$ cat config.mk
export PLATFORM = sky130hd
export DESIGN_NAME = render_config
export DESIGN_NICKNAME = d
export VERILOG_FILES = /design/src/rtl/render_pkg.sv /design/src/rtl/render_config.sv
export SDC_FILE = /design/constraint.sdc
export NUM_CORES = 1
export LEC_CHECK = 0
export BUFFER_PORTS_ARGS = -buffer_cell sky130_fd_sc_hd__buf_2
export CORE_MARGIN = 2
export CORE_UTILIZATION = 50
export CTS_CLUSTER_DIAMETER = 40
export DETAILED_ROUTE_END_ITERATION = 6
export GPL_TIMING_DRIVEN = 0
export PLACE_DENSITY_LB_ADDON = 0.25
export SETUP_SLACK_MARGIN = 0.4
export SLEW_MARGIN = 20
export SYNTH_ARGS = -nofsm -noshare
export SYNTH_HDL_FRONTEND = slang
export SYNTH_SLANG_ARGS = --single-unit
export TNS_END_PERCENT = 100
$ cat constraint.sdc
create_clock -name clk_pix -period 3 [get_ports clk_pix]
set_input_delay 0.6 -clock clk_pix [delete_from_list [all_inputs] [get_ports clk_pix]]
set_output_delay 0.6 -clock clk_pix [all_outputs]
set_load 0.1 [all_outputs]
$ cat src/rtl/render_pkg.sv
// ********************
// model, framebuffer, angle and colour types for the renderer
// ********************
package render_pkg;

    localparam int fb_width  = 160;
    localparam int fb_height = 120;
    localparam int fb_scale  = 4;  // framebuffer pixel to screen pixels

    typedef logic signed [15:0] fb_coord_t;
    typedef logic [14:0]        fb_addr_t;  // y * fb_width + x
    typedef logic [3:0]         cidx_t;
    typedef logic [11:0]        rgb_t;      // {r, g, b}
    typedef logic [5:0]         angle_t;    // 64 steps per turn
    typedef logic signed [15:0] fixp_t;     // Q8.8
    typedef logic signed [7:0]  trig_t;     // Q1.7

    localparam int line_cnt = 12;
    typedef logic [3:0] line_id_t;

    typedef enum logic [1:0] {axis_none, axis_x, axis_y, axis_z} axis_t;

    // view centre in framebuffer coordinates
    localparam fb_coord_t view_cx = 16'sd80;
    localparam fb_coord_t view_cy = 16'sd60;

    localparam rgb_t palette [16] = '{
        12'h000, 12'h123, 12'h725, 12'h085,
        12'hA53, 12'h655, 12'hCCC, 12'hFFE,
        12'hF05, 12'hFA0, 12'hFE2, 12'h0E3,
        12'h3AF, 12'h879, 12'hF7A, 12'hFCA
    };

    typedef enum logic [3:0] {
        st_idle, st_init, st_rom_wait, st_load,
        st_rot_x0, st_rot_y0, st_rot_z0,
        st_rot_x1, st_rot_y1, st_rot_z1,
        st_view, st_draw, st_next
    } render_state_t;

endpackage

$ cat src/rtl/render_config.sv
// ********************
// angle and colour registers with render request
// ********************
`timescale 1ns/1ps

module render_config import render_pkg::*; (
    input  logic       clk_pix,
    input  logic       reset,
    input  logic       cfg_we,
    input  logic [1:0] cfg_addr,
    input  logic [7:0] cfg_data,
    output angle_t     angle_x,
    output angle_t     angle_y,
    output angle_t     angle_z,
    output cidx_t      colour,
    output logic       render_req
);

    always_ff @(posedge clk_pix) begin
        if (reset) begin
            angle_x    <= '0;
            angle_y    <= '0;
            angle_z    <= '0;
            colour     <= 4'hf;
            render_req <= 1'b0;
        end else begin
            render_req <= 1'b0;
            if (cfg_we) begin
                case (cfg_addr)
                    2'd0: angle_x <= cfg_data[5:0];
                    2'd1: angle_y <= cfg_data[5:0];
                    2'd2: angle_z <= cfg_data[5:0];
                    default: begin  // colour write kicks a render
                        colour     <= cfg_data[3:0];
                        render_req <= 1'b1;
                    end
                endcase
            end
        end
    end

endmodule

==> impl_metrics.ini <==
[clock_tree]
postCtsSetupBuffers = 0
htree_levels = 1
clkLatencyLatePin_ns = 0.29
cts_buffers = 3
cts_buffer_depth = 2
cts_tree = built
hold_buffers = 0
cts_root_buf = clkbuf_4
clk_pin_slew_ns = 0.12
ctsResizeCount = 0
cts_num_sinks = 23

[sta]
fmax_mhz = 592
hold_viol = 0
relSlewSlack_pct = 67.7
timing.final.crit_share_pct = 56.3
min_period_ns = 1.69
setup_viol = 0
tightest_slew_ns = 0.489
hold_slack_ns = 0.479
drv_slew = 0
tns_ns = 0
postLayoutSetupSlackWorst_ns = 1.31
rsz0062_at_grt = false
clock_skew_ns = 0

[routing]
final_antenna_net_count = 0
via_per_inst = 4.67
vias = 705
drc = 0
drtIter0Drc = 3
wl_per_cell_um = 11.6
first_pass_iters = 2
routed_wirelength_um = 1750

[worst_setup_path]
crit_buf_inv = 1
crit_arrival_ns = 1.09
slowest_delay_ns = 0.43
worst_setup_path_end_kind = output pin
crit_required_ns = 2.40
reg2reg_slack_ns = 2.36
crit_chain = buf_2
startpoint_type = register
worstSetupPathType = reg2out
critPathMaxFanout = 2
critical-path-top-delay-family = buffers and inverters
cp_slowest_cell = buf_2

[synthesis]
yosysWarnings = 0
syn_inst = 89
synth_area_leader_cell = dfxtp_1
seq_area_frac_synth_pct = 49.5
synth_area_per_cell_um2 = 10.4
yosysTopAreaCellShare_pct = 49.5
ys_seq_elements = 23
synth_area_leaders = dfxtp_1 50%, mux2i_1 24%, nand2b_1 16%
synth.cell_area_um2 = 930
syn-num-nets = 102
synth_cell_types = 11

[power_and_ir_drop]
p_sw_share_pct = 32.7
pwr_density_cell_nw_per_um2 = 514
clkPwrFrac_pct = 23.1
peakVddDrop_v = 0.000344
power_mw = 0.592
p_sw_mw = 0.194
p_int_mw = 0.398
seq_power_share_pct = 54.2
combPwrFrac_pct = 22.7
cellLeakagePower_nw = 0.580

[final_layout]
syn2layout_area_growth_pct = 24.0
final_nets = 140
finalInstanceArea_um2 = 1150
num_antenna_cells = 0
multi_input_area_um2 = 445
postLayoutCoreUtil_pct = 66.0
drive_gt1_share_pct = 29.4
layout.cells.non_filler = 151
nFillCells = 164
seq_area_um2 = 460

[placement]
place_area_um2 = 1130
hpwl_um = 1360
dp_cells = 147
port-buffer-count = 33
dpl_worst_slack_ns = 1.46
gp_congestion = 0.706

[run]
maxCapViolations = 0

[grt]
met3_usage_pct = 3.46
grt_max_degree = 13
grt_use_met1_pct = 22.6
grt_pass1_vias = 640
track_usage_pct = 19.1
grt-busiest-layer = met2
grt_overflow = 0
antenna_found_initial = 0
grt_pass1_wl_um = 2870
grt.met2_usage_pct = 34.2

[die]
die_w_um = 47.1
placementRows = 15
dieArea_um2 = 2220
start_util_pct = 53.3
io_pins = 36
chipHeight_um = 47.1
core_region_area_um2 = 1750

[worst_hold_path]
hold_path.class = reg2reg

[run_status]
status = finished clean
## power by group through the flow
| stage | Clock (mW) | Sequential [mW] | Combinational [mW] |
|---|---|---|---|
| 6_report | 0.137 | 0.321 | 0.134 |
| 5_1_grt | 0.158 | 0.323 | 0.142 |
| 4_1_cts | 0.143 | 0.321 | 0.135 |
| 3_5_place_dp | 0 | 0.328 | 0.135 |
| 3_3_place_gp | 0 | 0.327 | 0.133 |
| 2_1_floorplan | 0 | 0.405 | 0.0316 |
## routing by layer
metal / wire (µm) / up-vias
met5: 0 / -
met4: 23 / 0
met3: 74 / 4
met2: 886 / 22
met1: 762 / 312
li1: - / 367
## cell usage in the layout, fill, tap and decap left out
cell       n
and3_1     1
and3b_1    1
buf_2     34
clkbuf_1   6
clkbuf_4   3
dfxtp_1   23
mux2i_1   22
nand2b_1  24
nand3b_1   2
nor2_1     8
nor2b_1    1
or3b_1     1
## path summary, 6_finish.rpt
| check | depth (start not counted) | start | endpoint |
|---|---|---|---|
| worst max-delay path | 1 | angle_y[4] | angle_y[4] |
| worst max register to register | 2 | colour[0] | colour[0] |
| worst min register to register | 2 | angle_z[0] | angle_z[0] |
| worst min-delay path | 2 | angle_z[0] | angle_z[0] |
## area by class of cell
cell class,instances,share of cell area (%)
clock buffer,4,2.28
multi-input combinational,60,38.7
tap,25,2.71
buffer,6,2.06
sequential,23,40.0
timing repair buffer,33,14.3
## flip-flops by register name, indices dropped and copies added, names as in the netlist
| register | cells |
|---|---|
| colour | 4 |
| angle_x | 6 |
| angle_z | 6 |
| render_req | 1 |
| angle_y | 6 |
## Yosys cell counts
cell type	n
mux2i_1	22
clkbuf_1	5
nand3b_1	2
or3b_1	1
nor2b_1	1
nand2b_1	24
and3_1	1
buf_2	1
dfxtp_1	23
nor2_1	8
and3b_1	1
## logic make-up (layout without fill, tap and decap cells)
logic type | Yosys count | in the layout | synth area share, %
and+or+nand+nor | 38 | 38 | 24.2
muxes | 22 | 22 | 23.7
DFF | 23 | 23 | 49.5
buffers and inverters | 6 | 43 | 2.56
Note: power is estimated with default switching activity, not from simulation.
