==> src/rtl/display_pkg.sv <==
// ********************
// 640x480 VGA timing constants and screen coordinates
// ********************
package display_pkg;

    typedef logic [9:0] scr_coord_t;  // screen x or y

    localparam scr_coord_t h_active     = 10'd640;
    localparam scr_coord_t h_sync_start = 10'd656;
    localparam scr_coord_t h_sync_end   = 10'd751;
    localparam scr_coord_t h_total      = 10'd800;

    localparam scr_coord_t v_active     = 10'd480;
    localparam scr_coord_t v_sync_start = 10'd490;
    localparam scr_coord_t v_sync_end   = 10'd491;
    localparam scr_coord_t v_total      = 10'd525;

    localparam logic sync_active = 1'b0;  // both syncs active low

endpackage

==> src/rtl/display_timings.sv <==
// ********************
// 640x480 scan counters with syncs, data enable and frame pulse
// ********************
`timescale 1ns/1ps

module display_timings import display_pkg::*; (
    input  logic       clk_pix,
    input  logic       reset,
    output scr_coord_t sx,
    output scr_coord_t sy,
    output logic       de,
    output logic       hsync,
    output logic       vsync,
    output logic       frame
);

    always_ff @(posedge clk_pix) begin
        if (reset) begin
            sx <= '0;
            sy <= '0;
        end else if (sx == h_total - 10'd1) begin  // end of line
            sx <= '0;
            sy <= (sy == v_total - 10'd1) ? '0 : sy + 10'd1;
        end else begin
            sx <= sx + 10'd1;
        end
    end

    always_comb begin
        de = (sx < h_active) && (sy < v_active);
        if (sx >= h_sync_start && sx <= h_sync_end) begin
            hsync = sync_active;
        end else begin
            hsync = ~sync_active;
        end
        if (sy >= v_sync_start && sy <= v_sync_end) begin
            vsync = sync_active;
        end else begin
            vsync = ~sync_active;
        end
        frame = (sx == '0) && (sy == v_active);  // start of vertical blank
    end

endmodule

==> config.mk <==
export PLATFORM = sky130hd
export DESIGN_NAME = display_timings
export DESIGN_NICKNAME = d
export VERILOG_FILES = /design/src/rtl/display_pkg.sv /design/src/rtl/display_timings.sv
export SDC_FILE = /design/constraint.sdc
export NUM_CORES = 1
export LEC_CHECK = 0
export BUFFER_PORTS_ARGS = -buffer_cell sky130_fd_sc_hd__clkbuf_2
export CAP_MARGIN = 30
export CELL_PAD_IN_SITES_DETAIL_PLACEMENT = 0
export CELL_PAD_IN_SITES_GLOBAL_PLACEMENT = 2
export CORE_MARGIN = 2
export CORE_UTILIZATION = 32
export CTS_BUF_LIST = sky130_fd_sc_hd__clkbuf_8
export CTS_CLUSTER_DIAMETER = 200
export DETAILED_ROUTE_END_ITERATION = 8
export GPL_TIMING_DRIVEN = 0
export PLACE_DENSITY_LB_ADDON = 0.1
export SLEW_MARGIN = 20
export SYNTH_ARGS = -nofsm -noshare
export SYNTH_HDL_FRONTEND = slang
export SYNTH_SLANG_ARGS = --single-unit
==> constraint.sdc <==
create_clock -name clk_pix -period 2.5 [get_ports clk_pix]
set_clock_uncertainty 0.1 [all_clocks]
set_input_delay 0.5 -clock clk_pix [delete_from_list [all_inputs] [get_ports clk_pix]]
set_output_delay 0.5 -clock clk_pix [all_outputs]
set_load 0.01 [all_outputs]
==> summary.txt, run 1 <==
Timing
  – Post-layout minimum cycle time: roughly 2.3 ns
  – WHS: about 0.38 ns
  – Least-Margin Pin Slew: 0.5300 ns
  – Setup TNS: 0 ns
  – Tcrit/Tclk final: 0.9218
  – Hold Fails Final Rpt: 0
  – RSZ-0062 raised after global routing: no
  – Final setup margin: 0.1955 ns
  – Max-slew violations: 0
  – Final Setup Violations: 0
  – Top achievable clock speed: roughly 430 MHz
  – Slew headroom: 0.6458

Die
  – Die ar.: between 3000 and 4000 µm²
  – Initial Util: 0.3269
  – I/O pin total: 26
  – Row count: 21
  – Core area: 3284 µm²
  – Die height: approximately 62 µm
  – DIE WIDTH: approximately 62 µm

Synthesis
  – Synthesized area per cell: 8.588 µm²
  – Synthesized flop and latch total: 20
  – Post-Syn Instances: 125
  – Yosys cell types: 30
  – Ys Warns: 0
  – Syn_nets: 131
  – Synth Cell Area: around 1100 µm²
  – Register area share after synthesis: 0.3730

Routing
  – Drt first pass iters: 4
  – First DRT Iteration DRCs: 35
  – Vias per inst: a little under 5
  – DR WL/cell: around 13 µm
  – DR vias: 985
  – # DRC: 0
  – Antenna-violating nets left: 0
  – Routed WL: 2.575 mm

Setup path
  – Startpoint type of the worst setup path: register
  – Max FO, Critical Path: 6
  – CP Data Required Time: approximately 1.9 ns
  – Crit path DAT: ~1.7 ns
  – Setup crit end kind: output pin
  – Critical path class: register to output pin

Global routing
  – Maximum number of pins on one net before global-route repair: 11
  – First-pass GRT wire length: ~4.2 mm
  – Initial antenna violation count: 0
  – Total congestion overflow: 0
  – Gr usage total: 0.1508
  – Vias in the first global route: about 890

Finish
  – Area delta synth->final: 22.84%
  – Final cell utilization of the core: 0.4015
  – Non-filler cells, final: between 150 and 200
  – Nets: ~160
  – # diodes: 0
  – Layout cells sized above 1: 0.2484
  – Finished Cell Area: about 1300 µm²

Worst hold path
  – Path type of the worst min-delay path: primary input to register

Placement
  – Setup slack at placement: between 0.2 and 0.25 ns
  – Buffers added on ports: 25
  – Placed cell areas: 1256 µm²
  – Detailed placer's ending HPWL: around 2.0 mm
  – Number of cells after detailed placement: 196
  – Placer congestion estimate: 0.7224

Pwr
  – Peak VDD IR: ~0.15 mV
  – PwrDens: between 400 and 500 nW/µm²
  – LEAKAGE: approximately 0.53 nW
  – Tot Pwr: between 0.5 and 0.6 mW

Clock network
  – Clock buffer depth: 2
  – Setup Buffers After CTS: 0
  – Clock sink count: 20
  – CTS tree: yes
  – Num CTS Buffers: 3
  – Clk_lat worst skew: 0.26 ns
  – CTS hold repair buffers: 0
  – Worst-path clk slew: 0.07 ns
  – H-tree levels: 1
  – CTS root buffer: clkbuf_8

Flow run
  – Max-cap violations: 0

Outcome
  – Status: completed
-- path summary, 6_finish.rpt --
kind                      startpoint                  to  slack, ns  cells after the start
setup / recovery  sy[5]$_SDFFE_PP0N_               frame       0.20                      5
hold / removal                 reset    sx[2]$_SDFF_PP0_       0.38                      2
setup reg to reg    sx[4]$_SDFF_PP0_  sy[2]$_SDFFE_PP0N_       0.41                      5
hold reg to reg     sx[0]$_SDFF_PP0_    sx[0]$_SDFF_PP0_       0.39                      1
-- state kept, by name, indices dropped and copies added (netlist names) --
| signal | flops |
|---|---|
| sy | 10 |
| sx | 10 |
-- cell usage in the layout, fill, tap and decap left out, types with 2 or more instances in the layout --
| cell | n |
|---|---|
| a21oi_1 | 3 |
| and3_1 | 5 |
| and4_1 | 3 |
| buf_2 | 2 |
| clkbuf_1 | 2 |
| clkbuf_2 | 25 |
| clkbuf_8 | 3 |
| dfxtp_1 | 20 |
| ha_1 | 4 |
| inv_1 | 6 |
| mux2i_1 | 2 |
| nand2_1 | 5 |
| nand3_1 | 9 |
| nand4_1 | 7 |
| nor2_1 | 19 |
| nor3_1 | 6 |
| nor4_1 | 2 |
| nor4bb_1 | 2 |
| o21ai_0 | 2 |
| or3_1 | 2 |
| xnor2_1 | 9 |
| xor2_1 | 4 |
-- cell usage after synthesis --
cell / n / area, µm²
buf_6: 1 / 11.26
dfxtp_1: 20 / 400.4
nor3_2: 1 / 10.01
and3_1: 5 / 31.28
xor2_1: 4 / 35.03
nor4bb_1: 2 / 20.02
or4b_4: 1 / 13.76
mux2i_1: 2 / 20.02
and4_1: 3 / 26.28
or3_1: 2 / 12.51
o221ai_1: 1 / 8.760
buf_2: 2 / 10.01
inv_1: 6 / 22.52
o21ai_1: 1 / 5.000
o21ai_0: 2 / 10.01
nor4_1: 2 / 12.51
or4_1: 1 / 7.510
clkbuf_1: 2 / 7.510
a21oi_1: 3 / 15.01
nor4b_1: 1 / 8.760
nand4_1: 7 / 43.79
nor2_1: 20 / 75.07
nor3_1: 6 / 30.03
ha_1: 4 / 50.05
nor4_4: 1 / 21.27
nand2_1: 5 / 18.77
nor4b_2: 1 / 15.01
o21a_1: 1 / 7.510
nand3_1: 9 / 45.04
xnor2_1: 9 / 78.83
-- cell families (layout without fill, tap and decap cells) --
group | Yosys count | count (layout) | synth area share
muxes | 2 | 2 | 0.01865
buffers and inverters | 11 | 39 | 0.04779
DFF | 20 | 20 | 0.3730
xor gates and xnor gates | 13 | 13 | 0.1061
adders and majority gates | 4 | 4 | 0.04662
AOI/OAI and AO/OA | 8 | 8 | 0.04312
and+or+nand+nor | 67 | 67 | 0.3648
-- worst max-delay path, stage by stage (launching register included) --
cell and delay, ns:
dfxtp_1 0.45, nand3_1 0.18, nor2_2 0.19, nor4b_4 0.27, and4_1 0.23, clkbuf_2 0.13
-- metal layers --
layer,GRT usage,wire length (µm),vias to the layer above
met5,0,0,-
met4,0.06383,33,0
met3,0.03106,78,4
met2,0.2406,1254,15
met1,0.1973,1208,467
li1,-,-,499
-- cell type report --
cell class	count	area, µm²
Sequential cell	20	400.4
Clock buffer	3	41.29
Tap cell	46	57.56
Fill cell	353	1966
Inverter	6	22.52
Timing Repair Buffer	25	125.1
Buffer	5	28.78
Multi-Input combinational cell	94	643.1
-- power breakdown --
group	switching (mW)	internal, mW	total (mW)
sequential	0.00585	0.322	0.328
clock	0.104	0.107	0.211
combinational	0.0142	0.00987	0.0241
total	0.124	0.440	0.563
-- what timing repair did --
action / 4_1_cts / 5_1_grt
resized for setup: 1 / 3
pin swaps: 0 / 0
setup endpoints to repair: 1 / 3
Note: power is estimated with default switching activity, not from simulation.
==> run 2, diff against run 1 <==
--- a/config.mk
+++ b/config.mk
@@ -5,16 +5,16 @@
 export SDC_FILE = /design/constraint.sdc
 export NUM_CORES = 1
 export LEC_CHECK = 0
-export BUFFER_PORTS_ARGS = -buffer_cell sky130_fd_sc_hd__clkbuf_2
 export CAP_MARGIN = 30
 export CELL_PAD_IN_SITES_DETAIL_PLACEMENT = 0
 export CELL_PAD_IN_SITES_GLOBAL_PLACEMENT = 2
 export CORE_MARGIN = 2
-export CORE_UTILIZATION = 32
+export CORE_UTILIZATION = 37
 export CTS_BUF_LIST = sky130_fd_sc_hd__clkbuf_8
 export CTS_CLUSTER_DIAMETER = 200
 export DETAILED_ROUTE_END_ITERATION = 8
-export GPL_TIMING_DRIVEN = 0
+export DONT_BUFFER_PORTS = 1
+export GPL_TIMING_DRIVEN = 1
 export PLACE_DENSITY_LB_ADDON = 0.1
 export SLEW_MARGIN = 20
 export SYNTH_ARGS = -nofsm -noshare
==> summary.txt, run 2 (synthesis results as in run 1) <==
Flow run
  – Max-cap violations: 0

Setup path
  – Reg2reg start: sx[4]$_SDFF_PP0_
  – Slowest CP cell: dfxtp_1
  – Crit path DAT: roughly 1.7 ns
  – Max FO, Critical Path: 5
  – Startpoint type of the worst setup path: register
  – Buf+Inv Stages, Crit Path: 0
  – CP Data Required Time: between 1.5 and 2 ns
  – Critical path class: register to output pin
  – Crit-path max cell delay: roughly 0.46 ns
  – Worst-path cell chain: nand3_1 -> nor2_1 -> nor4b_2 -> and4_1
  – Setup crit end kind: output pin
  – CP startpoint: sy[6]$_SDFFE_PP0N_
  – Top delay family on crit path: simple AND/OR/NAND/NOR gates

Timing
  – Top achievable clock speed: ~430 MHz
  – Post-layout minimum cycle time: 2.315 ns
  – Hold Fails Final Rpt: 0
  – Setup TNS: 0 ns
  – Max-slew violations: 0
  – Final Setup Violations: 0
  – Final setup margin: between 0.15 and 0.2 ns
  – Slew headroom: 0.6887
  – Least-Margin Pin Slew: ~0.47 ns
  – WHS: 0.1977 ns
  – RSZ-0062 raised after global routing: no
  – Tcrit/Tclk final: 0.9261

Clock network
  – Worst-path clk slew: 0.07 ns
  – Num CTS Buffers: 3
  – Clock sink count: 20
  – Setup Buffers After CTS: 0
  – Clk_lat worst skew: ~0.26 ns
  – Clock buffer depth: 2
  – CTS tree: yes
  – H-tree levels: 1
  – CTS root buffer: clkbuf_8

Pwr
  – Net switching power: about 0.13 mW
  – Cell-internal power: 0.4709 mW
  – Clock network power share: 0.417
  – Peak VDD IR: about 0.28 mV
  – Sequential share of power: 0.551
  – Gate power share: 0.032
  – PwrDens: around 510 nW/µm²
  – LEAKAGE: around 0.42 nW
  – Sw Ratio: 0.2148

Routing
  – DR vias: a little over 900
  – DR WL/cell: between 15 and 20 µm
  – Drt first pass iters: 4
  – Antenna-violating nets left: 0
  – Routed WL: 2.513 mm
  – First DRT Iteration DRCs: 32
  – # DRC: 0
  – Vias per inst: ~5.7

Die
  – Die height: slightly below 60 µm
  – Die ar.: between 3000 and 4000 µm²
  – DIE WIDTH: around 58 µm
  – Row count: 19
  – I/O pin total: 26
  – Core area: around 2800 µm²
  – Initial Util: 0.3893

Worst hold path
  – Path type of the worst min-delay path: primary input to register
  – Hold_sp: reset

Outcome
  – Status: completed

Global routing
  – Initial antenna violation count: 0
  – Gr usage total: 0.1677
  – Total congestion overflow: 0
  – First-pass GRT wire length: ~4.4 mm
  – Vias in the first global route: between 800 and 900
  – Maximum number of pins on one net before global-route repair: 12

Finish
  – Layout cells sized above 1: 0.1016
  – # fillers: 280
  – Nets: approximately 140
  – # diodes: 0
  – Most frequent cells in the layout: nor2_1, dfxtp_1, nand3_1, xnor2_1, nand4_1
  – Largest registers: sx: 10 flops, sy: 10 flops
  – Area delta synth->final: 9.441%

Placement
  – Detailed placer's ending HPWL: 1.883 mm
  – Buffers added on ports: 0
  – Setup slack at placement: about 0.31 ns
  – Placer congestion estimate: 0.7763
[run 2: power groups by stage]
stage | registers, mW | logic (mW) | clock network (mW)
global placement | 0.338 | 0.0182 | 0
global route | 0.331 | 0.0219 | 0.270
floorplan | 0.336 | 0.0126 | 0
finish | 0.330 | 0.0190 | 0.250
detailed placement | 0.338 | 0.0189 | 0
CTS | 0.331 | 0.0191 | 0.261
[run 2: worst register-to-register path: cells and delay by family, from the launching register on]
kind / cells / cell delay, ns
DFF: 1 / 0.57
muxes: 1 / 0.27
and+or+nand+nor: 3 / 1.00
[run 2: layer usage]
layer	vias up	track usage	wire, µm
met3	6	0.04241	154
met5	-	0	0
met2	32	0.2289	1006
met4	0	0.05980	48
li1	451	-	-
met1	417	0.2524	1303
[run 2: what timing repair did]
action,4_1_cts,5_1_grt
endpoints found under the hold margin,0,0
endpoints found under the setup margin,0,2
resized for setup,0,1
hold buffers,0,0
[run 2: final timing paths]
path                             end  slack [ns]  cells after the start
setup / recovery               frame        0.18                      4
hold / removal    sy[7]$_SDFFE_PP0N_        0.20                      1
setup reg to reg  sy[7]$_SDFFE_PP0N_        0.44                      4
hold reg to reg     sx[0]$_SDFF_PP0_        0.42                      1
[run 2: final cells by class]
class | count | area, µm² | area share
sequential | 20 | 400.4 | 0.3408
tap | 31 | 38.79 | 0.03301
inverter | 6 | 22.52 | 0.01917
multi-input combinational | 94 | 628.1 | 0.5346
clock buffer | 4 | 55.05 | 0.04686
timing repair buffer | 4 | 30.03 | 0.02556
[run 2: per-stage QoR]
step | area [µm²] | utilization | cells | power (mW)
global placement | 1114 | 0.4038 | 155 | 0.3561
finish | 1175 | 0.4260 | 159 | 0.5997
global route | 1175 | 0.4260 | 159 | 0.6233
CTS | 1169 | 0.4238 | 159 | 0.6106
detailed placement | 1114 | 0.4038 | 155 | 0.3570
floorplan | 1074 | - | 125 | 0.3491
==> run 3, diff against run 2 <==
--- a/config.mk
+++ b/config.mk
@@ -9,8 +9,7 @@
 export CELL_PAD_IN_SITES_DETAIL_PLACEMENT = 0
 export CELL_PAD_IN_SITES_GLOBAL_PLACEMENT = 2
 export CORE_MARGIN = 2
-export CORE_UTILIZATION = 37
-export CTS_BUF_LIST = sky130_fd_sc_hd__clkbuf_8
+export CORE_UTILIZATION = 35
 export CTS_CLUSTER_DIAMETER = 200
 export DETAILED_ROUTE_END_ITERATION = 8
 export DONT_BUFFER_PORTS = 1
==> constraint.sdc (replaced) <==
create_clock -name clk_pix -period 2.6 [get_ports clk_pix]
set_clock_uncertainty 0.1 [all_clocks]
set_input_delay 0.52 -clock clk_pix [delete_from_list [all_inputs] [get_ports clk_pix]]
set_output_delay 0.52 -clock clk_pix [all_outputs]
set_load 0.01 [all_outputs]
==> summary.txt, run 3 (synthesis results as in run 1) <==
Timing
  – Hold Fails Final Rpt: 0
  – Max-slew violations: 0
  – Final Setup Violations: 0
  – Setup TNS: 0 ns
  – Top achievable clock speed: between 400 and 500 MHz
  – Final setup margin: approximately 0.23 ns
  – RSZ-0062 raised after global routing: no
  – Post-layout minimum cycle time: about 2.4 ns
  – Tcrit/Tclk final: 0.9134
  – Least-Margin Pin Slew: 0.4899 ns
  – Slew headroom: 0.6730

Routing
  – Routed WL: roughly 2.6 mm
  – DR WL/cell: about 16 µm
  – Vias per inst: roughly 5.5
  – Antenna-violating nets left: 0
  – # DRC: 0
  – First DRT Iteration DRCs: 40
  – DR vias: between 800 and 900
  – Drt first pass iters: 4

Placement
  – Detailed placer's ending HPWL: ~2.0 mm
  – Setup slack at placement: between 0.4 and 0.5 ns
  – Number of cells after detailed placement: 157
  – Placer congestion estimate: ~0.74
  – Buffers added on ports: 0

Global routing
  – Maximum number of pins on one net before global-route repair: 12
  – Gr usage total: 0.1640
  – Initial antenna violation count: 0
  – First-pass GRT wire length: 4.284 mm
  – Vias in the first global route: between 800 and 900
  – Total congestion overflow: 0

Die
  – I/O pin total: 26
  – Die height: between 50 and 60 µm
  – Row count: 20
  – Initial Util: 0.3605
  – Core area: about 3000 µm²
  – Die ar.: 3526 µm²
  – DIE WIDTH: approximately 60 µm

Setup path
  – Critical path class: register to output pin
  – CP Data Required Time: a little under 2 ns
  – Setup crit end kind: output pin
  – Max FO, Critical Path: 5
  – Crit path DAT: roughly 1.8 ns
  – Startpoint type of the worst setup path: register

Clock network
  – H-tree levels: 1
  – Clock sink count: 20
  – Setup Buffers After CTS: 0
  – CTS root buffer: clkbuf_4
  – CTS hold repair buffers: 0
  – Clock buffer depth: 2
  – Worst-path clk slew: 0.11 ns
  – CTS tree: yes
  – Clk_lat worst skew: about 0.3 ns
  – Num CTS Buffers: 3

Finish
  – Nets: ~140
  – # diodes: 0
  – Layout cells sized above 1: 0.09449
  – Non-filler cells, final: 160
  – Largest registers: sx: 10 flops, sy: 10 flops
  – Most frequent cells in the layout: nor2_1, dfxtp_1, nand3_1, xnor2_1, nand4_1
  – Area delta synth->final: 6.644%

Pwr
  – LEAKAGE: just over 0.4 nW
  – Peak VDD IR: 0.2034 mV
  – PwrDens: between 400 and 500 nW/µm²

Worst hold path
  – Path type of the worst min-delay path: primary input to register

Outcome
  – Status: completed

Flow run
  – Max-cap violations: 0
## run 3: cell types whose count changed in the layout (fill, tap and decap cells not counted), sizes merged
cell	before	now
clkbuf	4	3
## run 3: final cells by class
cell class | instances | area [µm²]
Tap cell | 33 | 41.29
Multi-Input combinational cell | 94 | 628.1
Fill cell | 311 | 1833
Timing Repair Buffer | 4 | 30.03
Inverter | 6 | 22.52
Clock buffer | 3 | 22.52
Sequential cell | 20 | 400.4
## run 3: power by group
| group | switching [mW] | leakage (nW) | internal (mW) | total [mW] |
|---|---|---|---|---|
| combinational | 0.00946 | 0.232 | 0.00753 | 0.0170 |
| sequential | 0.00793 | 0.162 | 0.310 | 0.318 |
| clock | 0.0986 | 0.0138 | 0.0540 | 0.153 |
| total | 0.116 | 0.407 | 0.372 | 0.488 |
## run 3: metal layers
layer | up-vias | part of all wire | track usage
li1 | 449 | - | -
met1 | 406 | 0.45 | 0.2126
met2 | 15 | 0.50 | 0.2590
met3 | 2 | 0.046 | 0.03930
met4 | 0 | 0.0066 | 0.06818
met5 | - | 0 | 0
## run 3: repair_timing
item	4_1_cts	5_1_grt
gates resized for setup	0	1
endpoints found under the setup margin	0	1
endpoints found under the hold margin	0	0
## run 3: critical path: stages (launching register included)
cell and delay (ns):
dfxtp_1 0.47, nand3_1 0.17, nor2_1 0.22, nor4b_2 0.31, and4_1 0.30
## run 3: worst paths after layout
path                      startpoint                 end  slack [ns]  cells after the start
hold / removal                 reset    sx[6]$_SDFF_PP0_        0.18                      1
setup reg to reg    sx[0]$_SDFF_PP0_  sy[8]$_SDFFE_PP0N_        0.51                      6
setup / recovery  sy[6]$_SDFFE_PP0N_               frame        0.23                      4
hold reg to reg     sx[0]$_SDFF_PP0_    sx[0]$_SDFF_PP0_        0.44                      1
## run 3: stage by stage
| stage | hold WS (ns) | power (mW) | utilization | cell area [µm²] |
|---|---|---|---|---|
| 6_report | 0.1769 | 0.4878 | 0.3845 | 1145 |
| 5_1_grt | 0.1586 | 0.5114 | 0.3845 | 1145 |
| 4_1_cts | 0.1593 | 0.5002 | 0.3824 | 1139 |
| 3_5_place_dp | 0.4296 | 0.3427 | 0.3748 | 1116 |
| 3_3_place_gp | 0.4098 | 0.3422 | 0.3748 | 1116 |
| 2_1_floorplan | 0.3806 | 0.3356 | - | 1074 |
